[src/firmat_pkg.sv]
package firmat_pkg;

  // word width for samples, taps, matrix elements and results
  localparam int DATA_W = 32;

  // one multiplier lane per fir tap
  localparam int NUM_LANES = 11;

  localparam int FIR_SAMPLES = 64;

  localparam int MAT_DIM = 4;
  // a, then b transposed
  localparam int MAT_WORDS = 2 * MAT_DIM * MAT_DIM;

  typedef logic [DATA_W-1:0] word_t;
  typedef word_t [NUM_LANES-1:0] lanes_t;
  typedef logic [3:0] tap_idx_t;

  typedef enum logic [1:0] {
    FIR_IDLE,
    FIR_TAPS,
    FIR_SAMPLE,
    FIR_ISSUE
  } fir_state_t;

  typedef enum logic [1:0] {
    MAT_IDLE,
    MAT_LOAD,
    MAT_ISSUE
  } mat_state_t;

endpackage

[src/fir_engine.sv]
module fir_engine (
  input  logic               clk,
  input  logic               rst,
  input  logic               start,
  input  logic               s_valid,
  input  firmat_pkg::word_t  s_data,
  output logic               s_ready,
  output logic               op_valid,
  output logic               op_last,
  input  logic               op_ready,
  output firmat_pkg::lanes_t op_a,
  output firmat_pkg::lanes_t op_b
);
  import firmat_pkg::*;

  fir_state_t state;
  fir_state_t state_next;

  tap_idx_t                       tap_cnt;
  logic [$clog2(FIR_SAMPLES)-1:0] sample_cnt;

  lanes_t taps;
  // slot k holds the sample k steps back
  lanes_t dline;

  logic s_fire;
  logic op_fire;
  logic run_start;
  logic last_tap;
  logic last_sample;

  assign s_ready   = (state == FIR_TAPS) || (state == FIR_SAMPLE);
  assign s_fire    = s_valid && s_ready;
  assign op_valid  = (state == FIR_ISSUE);
  assign op_fire   = op_valid && op_ready;
  assign run_start = start && (state == FIR_IDLE);

  assign last_tap    = (int'(tap_cnt) == NUM_LANES - 1);
  assign last_sample = (int'(sample_cnt) == FIR_SAMPLES - 1);

  assign op_last = op_valid && last_sample;
  assign op_a    = taps;
  assign op_b    = dline;

  always_comb begin
    state_next = state;
    case (state)
      FIR_IDLE: begin
        if (start) begin
          state_next = FIR_TAPS;
        end
      end
      FIR_TAPS: begin
        if (s_fire && last_tap) begin
          state_next = FIR_SAMPLE;
        end
      end
      FIR_SAMPLE: begin
        // one op per sample, so stop taking input until it is issued
        if (s_fire) begin
          state_next = FIR_ISSUE;
        end
      end
      FIR_ISSUE: begin
        if (op_fire) begin
          state_next = last_sample ? FIR_IDLE : FIR_SAMPLE;
        end
      end
      default: begin
        state_next = FIR_IDLE;
      end
    endcase
  end

  always_ff @(posedge clk or posedge rst) begin
    if (rst) begin
      state      <= FIR_IDLE;
      tap_cnt    <= '0;
      sample_cnt <= '0;
    end else begin
      state <= state_next;
      if (run_start) begin
        tap_cnt    <= '0;
        sample_cnt <= '0;
      end else begin
        if (s_fire && (state == FIR_TAPS)) begin
          tap_cnt <= tap_cnt + 1'b1;
        end
        // counts issued outputs
        if (op_fire) begin
          sample_cnt <= sample_cnt + 1'b1;
        end
      end
    end
  end

  always_ff @(posedge clk) begin
    if (s_fire && (state == FIR_TAPS)) begin
      taps[tap_cnt] <= s_data;
    end
  end

  // delay line starts from zero on every run
  always_ff @(posedge clk) begin
    if (run_start) begin
      dline <= '0;
    end else if (s_fire && (state == FIR_SAMPLE)) begin
      dline <= {dline[NUM_LANES-2:0], s_data};
    end
  end

endmodule

[config.mk]
export PLATFORM = sky130hd
export DESIGN_NAME = fir_engine
export DESIGN_NICKNAME = d
export VERILOG_FILES = /design/src/firmat_pkg.sv /design/src/fir_engine.sv
export SDC_FILE = /design/constraint.sdc
export NUM_CORES = 1
export LEC_CHECK = 0
export ABC_AREA = 1
export BUFFER_PORTS_ARGS = -buffer_cell sky130_fd_sc_hd__buf_4
export CAP_MARGIN = 5
export CORE_AREA = 4 4 316 318
export CTS_CLUSTER_DIAMETER = 100
export CTS_CLUSTER_SIZE = 30
export DETAILED_ROUTE_END_ITERATION = 6
export DIE_AREA = 0 0 320 322
export SLEW_MARGIN = 0
export SYNTH_ARGS = -nofsm -noshare
export SYNTH_HDL_FRONTEND = slang
export SYNTH_SLANG_ARGS = --single-unit
export TNS_END_PERCENT = 100
[constraint.sdc]
create_clock -name clk -period 3.55 [get_ports clk]
set_clock_uncertainty 0.15 [all_clocks]
set_input_delay 0 -clock clk [delete_from_list [all_inputs] [get_ports clk]]
set_output_delay 0 -clock clk [all_outputs]
set_load 0.1 [all_outputs]
### Word-level counts from Yosys, hierarchy flattened

Index checks and enable logic that the tools add are counted.
W data, S select, Z words.

* $add $sub $neg: 2
* multipliers: 0
* divide/modulo/power cells: 0
* magnitude comparators: 2
* eq/ne operators: 9
* shifts and indexed selects: 0
* multiplexer cells: 13
* bitwise operators: 0
* reduce and logical (&&, ||, !) cells: 13

Operators with widths (count)
* $bwmux W352: 1
* $demux W32 S4: 1
* $mux W32: 1
* $mux W6: 2
* $mux W2: 5
* $logic_and A1 B1 Y1: 8
* $mux W4: 2
* $pmux W2 S4: 1
* $add A6 B1 Y6 const B: 1
* $eq A6 B1 Y1 const B: 1
* $lt A4 B5 Y1 const B: 1
* $add A4 B1 Y4 const B: 1
* $eq A2 B2 Y1 const B: 2
* $eq A4 B4 Y1 const B: 1
* $ge A4 B1 Y1 const B: 1
* $ne A2 B1 Y1 const B: 2
* $ne A2 B2 Y1 const B: 2
* $reduce_and A4 Y1: 1
* $reduce_bool A2 Y1: 2
* $eq A2 B1 Y1 const B: 1
* $logic_not A2 Y1: 1
* $logic_or A1 B1 Y1: 1

* register bits after elaboration: 716
* latch bits: 0
* RAM bits: 0
* ROM bits: 0
* output and inout bits: 707
* memories: 0

### Depth between registers and ports, before layout

Gate-level depths: netlist (run 1).

* depth in word-level cells: 6
* gate-level depth with buffers: 11
* depth with buffers taken out: 10

### Worst setup path before layout (run 1)

No wires, ideal clock.

* path type: register -> register
* start point: register state[1]
* end point: register taps, in the netlist op_a[224], enable pin
* library setup time: 0.461 ns
* data arrival time: 3.199 ns
* setup slack: -0.260 ns
* cell stages (with the launch flop): 7
* path buffers: 0
* period minus slack after synthesis: 3.810 ns
* path through: dfrtp_1 inv_1 ha_1 nand2_1 inv_1 nand2_1 nor3_1

* word-level cells in the longest chain between the ends: 4

RTL lines
* start, declared: line fir_engine.sv:16 `fir_state_t state;`
* start signal, assigned: line fir_engine.sv:81 `state <= state_next;`
* $eq A2 B1 Y1 or $eq A2 B2 Y1 (tied branches): line fir_engine.sv:32, fir_engine.sv:98
* $logic_or A1 B1 Y1: line fir_engine.sv:32 `assign s_ready = (state == FIR_TAPS) || (state == FIR_SAMPLE);`
* $logic_and A1 B1 Y1: line fir_engine.sv:33 `assign s_fire = s_valid && s_ready;`
* $logic_and A1 B1 Y1 *: line fir_engine.sv:98 `if (s_fire && (state == FIR_TAPS)) begin`
* end signal, assigned by index: line fir_engine.sv:99 `taps[tap_cnt] <= s_data;`
* end, declared: line fir_engine.sv:22 `lanes_t taps;`

Every way passes the cells marked *; elsewhere a longest branch is shown, timed or not.
A chain may end at the register's enable or synchronous reset.

### Worst setup path after layout (run 1)

* start point: register state[0]
* end point: register dline, in the netlist op_b[205]

* word-level cells in the longest chain between the ends: 4

RTL lines
* $eq A2 B1 Y1 or $eq A2 B2 Y1 (tied branches): line fir_engine.sv:32, fir_engine.sv:107
* $logic_or A1 B1 Y1: line fir_engine.sv:32
* $logic_and A1 B1 Y1: line fir_engine.sv:33
* $logic_and A1 B1 Y1: line fir_engine.sv:107 `end else if (s_fire && (state == FIR_SAMPLE)) begin`
* end signal, assigned: line fir_engine.sv:108 `dline <= {dline[NUM_LANES-2:0], s_data};`
* end, declared: line fir_engine.sv:24 `lanes_t dline;`

Several ways; a longest one is shown, not always the timed one.

==> impl_results.rst, run 1 <==
.. list-table::
   :header-rows: 1

   * - Metric
     - Value
   * - Capture point of the worst reg-to-reg path
     - op_b[205]
   * - Ranking of synthesized cells by area
     - sky130_fd_sc_hd__edfxtp_1, sky130_fd_sc_hd__dfxtp_1, sky130_fd_sc_hd__a21oi_1
   * - Worst hold-check slack
     - 0.0639 ns
   * - Number of pins with negative max-slew slack in the final report
     - 0
   * - Clock input transition at the sequential cells of the worst setup and hold paths
     - 0.11 ns
   * - Count of different cell masters after synthesis
     - 21
   * - Clock tree buffer depth
     - 3
   * - Max-cap check violation count
     - 0
   * - Number of buffers inserted during clock tree synthesis
     - 35
   * - Pin count of the biggest net entering global routing
     - 153
   * - Status
     - completed
   * - Top FF cell, synth
     - sky130_fd_sc_hd__edfxtp_1
   * - Cell depth of the worst flop-to-flop path
     - 8
   * - Tcrit/Tclk final
     - 0.702
   * - Area of the mapped netlist
     - 24,100 um^2
   * - Full die area
     - 103,000 um^2
   * - Net count after synthesis
     - 2,084
   * - Library cell contributing the largest single delay on the critical path
     - sky130_fd_sc_hd__dfrtp_1
   * - Proportion of layout cells with a drive suffix above 1
     - 0.307
   * - Worst hold start
     - s_data[8]
   * - Global-route wire length before repair
     - 131,000 um
   * - Final setup violation count
     - 0
   * - Crit-path max cell delay
     - 0.43 ns
   * - Filler Cells Inserted
     - 9,716
   * - Drt total wl
     - 93,300 um
   * - Ratio of routed vias to standard cells
     - 4.61
   * - Worst reg2reg setup slack
     - 1.06 ns
   * - Number of standard-cell rows in the floorplan
     - 114
   * - Final Hold Vio Count
     - 0
   * - Starting utilization of the core area
     - 0.250
   * - Detail Route Antenna Nets
     - 0
   * - Min Tclk post-route
     - 2.49 ns
   * - Yosys reg bits
     - 716
   * - Area leader, netlist
     - sky130_fd_sc_hd__edfxtp_1
   * - Depth of the worst hold-timing path
     - 2
   * - Height of the die
     - 322 um
   * - Data required time of the critical path
     - 3.93 ns
   * - Power per cell area
     - 786 nW/um^2
   * - DRC
     - 0
   * - Max H-tree Level
     - 2
   * - Vias in the first global route
     - 17,500
   * - Count of mapped cells out of synthesis
     - 2,037
   * - Yosys warnings
     - 0
   * - RSZ-0062 raised after global routing
     - no
   * - Worst min-delay path endpoint
     - op_a[200]
   * - Number of instances resized during post-cts repair
     - 0
   * - Worst relative slew slack
     - 0.489
   * - Area of the core region
     - 96,600 um^2
   * - Leak
     - 12.3 nW
   * - Start of the worst register-to-register path
     - state[0]
   * - Startpoint type of the worst setup path
     - flip-flop
   * - Sum of overflow across all layers after global routing
     - 0
   * - Overall die width
     - 320 um
   * - IO buf count
     - 743
   * - Critical setup path kind
     - flip-flop to flip-flop
   * - Nets
     - 2,784
   * - Arrival time at the worst endpoint
     - 2.87 ns
   * - Relative area change from synthesis to final layout
     - 35.3%
   * - Number of synthesized flops with an enable pin
     - 352
   * - Clock network latency to the later pin of the worst-skew pair
     - 0.60 ns
   * - Async set-reset flop share out of synthesis
     - 0.0168
   * - Sum of buffers and inverters on the critical path
     - 4
   * - TritonCTS clock tree
     - done
   * - Proportion of netlist area held by the largest area contributor
     - 0.438
   * - Cell with the most instances after synthesis
     - sky130_fd_sc_hd__nand2_1
   * - Detailed Routing Iterations Pass 1
     - 5
   * - Sequential area share after synthesis
     - 0.742
   * - CTS Sinks
     - 716
   * - Critical path's top delay family
     - buffers and inverters
   * - Routed len/inst
     - 23.1 um
   * - Worst supply voltage drop on vdd
     - 0.912 mV
   * - Antenna violations before repair
     - 0
   * - Top cells by instance count after synthesis
     - sky130_fd_sc_hd__nand2_1, sky130_fd_sc_hd__a21oi_1, sky130_fd_sc_hd__nand3_1
   * - Final Wtd Congestion
     - 0.840
   * - Critical Path Fanout Max
     - 68
   * - Detailed Place HPWL
     - 65,900 um
   * - List of cells traversed by the critical path
     - inv_1 > ha_1 > nand2_1 > inv_8 > buf_12 > buf_4 > nand3_1 > a21oi_1
   * - Element type at the critical path end
     - flip-flop
   * - Starting DRT DRC Count
     - 1,773
   * - HP Class
     - primary input to flip-flop
   * - Maximum frequency from static timing analysis
     - 402 MHz
   * - Transition at the pin with the smallest max-transition slack
     - 0.767 ns
   * - GRT Util Overall
     - 0.171
   * - Cell chosen for the clock root
     - sky130_fd_sc_hd__clkbuf_16
   * - Post-Synthesis Mean Instance Area
     - 11.9 um^2
   * - Via count
     - 18,600
   * - Top-Level Pins
     - 744
   * - Final setup TNS
     - 0 ns
per-stage QoR:
stage          setup slack, ns  area, um^2  utilization  std cells  power, mW
3_5_place_dp              1.07       31100        0.322       3938       20.8
4_1_cts                   1.04       32700        0.338       4037       25.9
6_report                  1.06       32700        0.338       4041       25.7
5_1_grt                  0.853       32700        0.338       4037       26.7
2_1_floorplan            0.611       24200            -       2037       18.1
3_3_place_gp              1.10       31100        0.322       3938       20.8
cells by family after synthesis:
kind of cell	share of synthesized area
AO/OA/AOI/OAI	0.0754
adder cells (fa/ha/maj)	0.00518
buffers and inverters	0.0377
flip-flops	0.742
AND/OR/NAND/NOR	0.140
flip-flops by register name, indices dropped and copies added, names as in the netlist:
name	cells
tap_cnt	4
sample_cnt	6
state	2
op_a	352
op_b	352
how the worst max path moves through the flow:
stage	endpoint	cells after the start	startpoint
finish	op_b[205]	8	state[0]
global route	op_b[254]	8	state[0]
CTS	op_b[216]	8	state[0]
detailed placement	op_b[216]	8	state[0]
global placement	op_b[232]	8	state[0]
floorplan	op_a[100]	6	state[1]
placed cells by master, fill, tap and decap left out, drive strengths merged:
cell type,count
dfxtp,352
nor3,3
nand4,2
a211oi,1
edfxtp,352
buf,781
diode,4
o21ai,5
nand3,356
clkinv,7
clkbuf,46
inv,26
ha,10
a21oi,357
dlygate4sd3,38
dfrtp,12
nand2,386
bufinv,1
nor2,25
nor3b,1
per-layer routing:
metal	up-vias	track usage	wire length, um	share of wire
li1	8502	-	-	-
met1	9265	0.221	38300	0.41
met2	751	0.285	45300	0.49
met3	111	0.0446	7180	0.077
met4	0	0.0451	2500	0.027
met5	-	0	0	0
worst reg2reg max path, stage by stage, from the launching register on:
cell                      delay, ns
sky130_fd_sc_hd__dfrtp_1       0.43
sky130_fd_sc_hd__inv_1         0.12
sky130_fd_sc_hd__ha_1          0.31
sky130_fd_sc_hd__nand2_1       0.13
sky130_fd_sc_hd__inv_8         0.25
sky130_fd_sc_hd__buf_12        0.33
sky130_fd_sc_hd__buf_4         0.40
sky130_fd_sc_hd__nand3_1       0.14
sky130_fd_sc_hd__a21oi_1       0.16
layout make-up:
| cell class | count | area [um^2] | share of cell area |
|---|---|---|---|
| well taps | 1276 | 1600 | 0.0489 |
| clock buffers | 46 | 927 | 0.0284 |
| repair buffers | 819 | 6420 | 0.196 |
| multi-input cells | 1146 | 5430 | 0.166 |
| inverters | 19 | 86.3 | 0.00264 |
| flip-flops and latches | 716 | 17900 | 0.548 |
| diodes | 4 | 10.0 | 0.000306 |
| clock inverters | 15 | 284 | 0.00869 |
repair_timing:
action | CTS | global route
hold buffers | 38 | 0
endpoints found under the hold margin | 488 | 0
buffers inserted | 0 | 0
endpoints found under the setup margin | 0 | 0
report_power, final:
group,switching [mW],internal (mW)
Sequential,0.797,9.44
Combinational,8.61,1.80
Clock,2.94,2.10
Total,12.3,13.3
(Power assumes the default switching activity.)
==> run 2, diff against run 1 <==
Settings changed: ABC_AREA 1 to 0, CORE_AREA 4 4 316 318 to 4 4 313 315, DIE_AREA 0 0 320 322 to 0 0 317 319.
Clock period 3.55 ns to 2.3 ns, I/O delays scaled along.
==> run 2 against run 1 <==
The flow now finishes with violations (design-rule violations). Critical path depth shrank 3. Flip-flop and latch count stayed put. Global-route usage fell by 1.3 points. Largest cell class unchanged. Largest power group is now registers. Highest routed layer unchanged.
==> impl_results.rst, run 2 <==
.. list-table::
   :header-rows: 1

   * - Metric
     - Value
   * - Post-Synthesis Mean Instance Area
     - 12.0 um^2 (+0.86%)
   * - RSZ-0062 raised after global routing
     - no
   * - Starting utilization of the core area
     - 0.249 (-0.00128)
   * - Starting DRT DRC Count
     - 1,390 (-22%)
   * - Library cell contributing the largest single delay on the critical path
     - sky130_fd_sc_hd__dfrtp_1
   * - Antenna violations before repair
     - 2 (+2)
   * - Max H-tree Level
     - 1 (-1)
   * - Via count
     - 17,600 (-5.5%)
   * - HP Class
     - primary input to flip-flop
   * - Element type at the critical path end
     - output pin
   * - Ratio of routed vias to standard cells
     - 4.34 (-5.8%)
   * - Tcrit/Tclk final
     - 0.948
   * - Proportion of netlist area held by the largest area contributor
     - 0.448 (+0.0101)
   * - Area of the mapped netlist
     - 23,600 um^2 (-2.3%)
   * - Min Tclk post-route
     - 2.18 ns
   * - Number of buffers inserted by post-CTS setup repair
     - 0 (unchanged)
   * - Full die area
     - 101,000 um^2 (-1.9%)
   * - Sum of overflow across all layers after global routing
     - 0 (unchanged)
   * - Number of synthesized flops with an enable pin
     - 352 (unchanged)
   * - Final Hold Vio Count
     - 0 (unchanged)
   * - Commonest non-fill, non-tap cell in the layout
     - sky130_fd_sc_hd__buf_4
   * - DRC
     - 5 (+5)
   * - Number of standard-cell rows in the floorplan
     - 113 (-0.88%)
   * - Total design power
     - 36.0 mW (+40%)
   * - Power per cell area
     - 1100 nW/um^2 (+40%)
   * - Overall die width
     - 317 um (-0.94%)
   * - Detail Route Antenna Nets
     - 0 (unchanged)
   * - Critical Path Fanout Max
     - 3 (-96%)
   * - Clock network latency to the later pin of the worst-skew pair
     - 0.67 ns (+0.07 ns)
   * - Maximum frequency from static timing analysis
     - 459 MHz
   * - Final setup TNS
     - 0 ns (unchanged)
   * - Detailed Place HPWL
     - 61,900 um (-6.1%)
   * - Pin count of the biggest net entering global routing
     - 88 (-42%)
   * - Startpoint type of the worst setup path
     - flip-flop
   * - Data required time of the critical path
     - 2.15 ns (-1.78 ns)
   * - Clock tree buffer depth
     - 3 (unchanged)
   * - Arrival time at the worst endpoint
     - 2.03 ns (-0.84 ns)
   * - Net count after synthesis
     - 2,021 (-3.0%)
   * - Max-cap check violation count
     - 0 (unchanged)
   * - Number of pins with negative max-slew slack in the final report
     - 0 (unchanged)
   * - Clock input transition at the sequential cells of the worst setup and hold paths
     - 0.12 ns (about the same)
   * - GRT Util Overall
     - 0.158 (-0.0130)
   * - Vias in the first global route
     - 16,600 (-5.6%)
   * - Top-Level Pins
     - 744 (unchanged)
   * - Relative area change from synthesis to final layout
     - 38.6%
   * - Status
     - finished, violations left
   * - Critical setup path kind
     - flip-flop to output pin
   * - Proportion of layout cells with a drive suffix above 1
     - 0.316 (+0.00896)
   * - Final Wtd Congestion
     - 0.819 (-2.5%)
   * - Number of buffers inserted during clock tree synthesis
     - 31 (-11%)
   * - Final setup violation count
     - 0 (unchanged)
   * - Drt total wl
     - 85,000 um (-8.9%)
   * - Cell with the most instances after synthesis
     - sky130_fd_sc_hd__nand2_1
   * - Sequential area share after synthesis
     - 0.759 (+0.0172)
   * - CTS Sinks
     - 716 (unchanged)
   * - Yosys reg bits
     - 716 (unchanged)
   * - Count of different cell masters after synthesis
     - 30 (+43%)
   * - List of cells traversed by the critical path
     - ha_1 > nand3_1 > or2_2 > nor2_4 > buf_4
   * - Count of mapped cells out of synthesis
     - 1,974 (-3.1%)
   * - Async set-reset flop share out of synthesis
     - 0.0168 (unchanged)
   * - Global-route wire length before repair
     - 119,000 um (-9.0%)
   * - Ranking of synthesized cells by area
     - sky130_fd_sc_hd__edfxtp_1, sky130_fd_sc_hd__dfxtp_1, sky130_fd_sc_hd__nand2_1
   * - Top FF cell, synth
     - sky130_fd_sc_hd__edfxtp_1
   * - TritonCTS clock tree
     - done
   * - Routed len/inst
     - 21.0 um (-9.2%)
   * - Transition at the pin with the smallest max-transition slack
     - 0.538 ns (-0.229 ns)
   * - Detailed Routing Iterations Pass 1
     - 7 (+2)
   * - Crit-path max cell delay
     - 0.41 ns (-0.02 ns)
   * - Critical path's top delay family
     - simple AND/OR/NAND/NOR gates
   * - Area leader, netlist
     - sky130_fd_sc_hd__edfxtp_1
   * - Worst relative slew slack
     - 0.640 (+0.151)
   * - Yosys warnings
     - 0 (unchanged)
   * - Worst supply voltage drop on vdd
     - 1.07 mV (+17%)
   * - Height of the die
     - 319 um (-0.93%)
   * - Area of the core region
     - 94,900 um^2 (-1.8%)
   * - Top cells by instance count after synthesis
     - sky130_fd_sc_hd__nand2_1, sky130_fd_sc_hd__a21oi_1, sky130_fd_sc_hd__dfxtp_1, sky130_fd_sc_hd__edfxtp_1, sky130_fd_sc_hd__buf_2
   * - Leak
     - 12.5 nW (+1.6%)
   * - Nets
     - 2,808 (+0.86%)
   * - Sum of buffers and inverters on the critical path
     - 1 (-3)
   * - Cell chosen for the clock root
     - sky130_fd_sc_hd__clkbuf_16
   * - Commonest non-fill, non-tap cells in the layout
     - sky130_fd_sc_hd__buf_4, sky130_fd_sc_hd__nand2_1, sky130_fd_sc_hd__a21oi_1
   * - IO buf count
     - 743 (unchanged)
   * - Violations in the final reports
     - design-rule violations
-- run 2: changes by cell type after synthesis, sizes merged, moves of 3 or more --
cell    change
o21ai       -3
xor2        +4
inv        -12
nand2     +326
nor2        -9
clkbuf     +21
nand3     -351
buf        -56
-- run 2: layout make-up --
class / count / area (um^2)
diodes: 4 / 10.0
clock buffers: 43 / 862
clock inverters: 13 / 163
fillers: 9459 / 62200
inverters: 7 / 26.3
multi-input cells: 1130 / 5020
flip-flops and latches: 716 / 17900
well taps: 1265 / 1580
repair buffers: 875 / 7110
-- run 2: layer usage --
layer / vias to the layer above / wire [um] / global-route usage
met4: 0 / 2660 / 0.0468
met3: 117 / 6000 / 0.0348
met2: 598 / 42700 / 0.279
li1: 8208 / - / -
met1: 8677 / 33600 / 0.193
met5: - / 0 / 0
-- run 2: path summary, 6_finish.rpt --
| kind | start | end | slack [ns] | depth (start not counted) |
|---|---|---|---|---|
| setup / recovery | sample_cnt[0] | op_last | 0.12 | 5 |
| hold / removal | s_data[15] | op_a[47] | 0.05 | 2 |
| setup reg to reg | state[1] | op_a[64] | 0.17 | 6 |
| hold reg to reg | op_b[72] | op_b[104] | 0.31 | 2 |
| max in group asynchronous | rst | state[0] | 1.32 | 4 |
| min in group asynchronous | rst | sample_cnt[3] | 0.33 | 4 |
-- run 2: stage by stage --
stage / setup slack [ns] / util / std cells / hold WS (ns) / area [um^2]
6_report: 0.121 / 0.345 / 4053 / 0.0490 / 32700
5_1_grt: 0.00203 / 0.345 / 4050 / 0.0142 / 32700
4_1_cts: 0.0555 / 0.344 / 4049 / 0.000229 / 32700
3_5_place_dp: 0.104 / 0.327 / 3929 / -0.0756 / 31000
3_3_place_gp: 0.103 / 0.327 / 3929 / -0.0839 / 31000
2_1_floorplan: -0.146 / - / 1974 / -0.285 / 23700
-- run 2: worst register-to-register path, stage by stage (launching register included) --
cell                      delay [ns]
sky130_fd_sc_hd__dfrtp_1        0.45
sky130_fd_sc_hd__inv_2          0.11
sky130_fd_sc_hd__ha_1           0.18
sky130_fd_sc_hd__and2_2         0.25
sky130_fd_sc_hd__nand2_2        0.15
sky130_fd_sc_hd__nor3_4         0.26
sky130_fd_sc_hd__buf_12         0.23
-- run 2: where the power goes --
group          internal, mW  switching, mW
sequential             14.5           1.08
combinational          2.60           10.8
clock                  2.79           4.27
-- run 2: kinds of logic (layout without fill, tap and decap cells) --
group,after synthesis,after routing,synth area share
AOI/OAI and AO/OA,365,365,0.0780
xor gates and xnor gates,6,6,0.00223
adders and majority gates,10,10,0.00530
buffers and inverters,128,938,0.0341
DFF,716,716,0.759
muxes,1,1,0.000424
other,0,4,0
and+or+nand+nor,748,748,0.121
-- run 2: what timing repair did --
item,CTS,global route
setup endpoints to repair,0,73
hold endpoints to repair,667,0
resized for setup,0,6
hold buffers,64,0
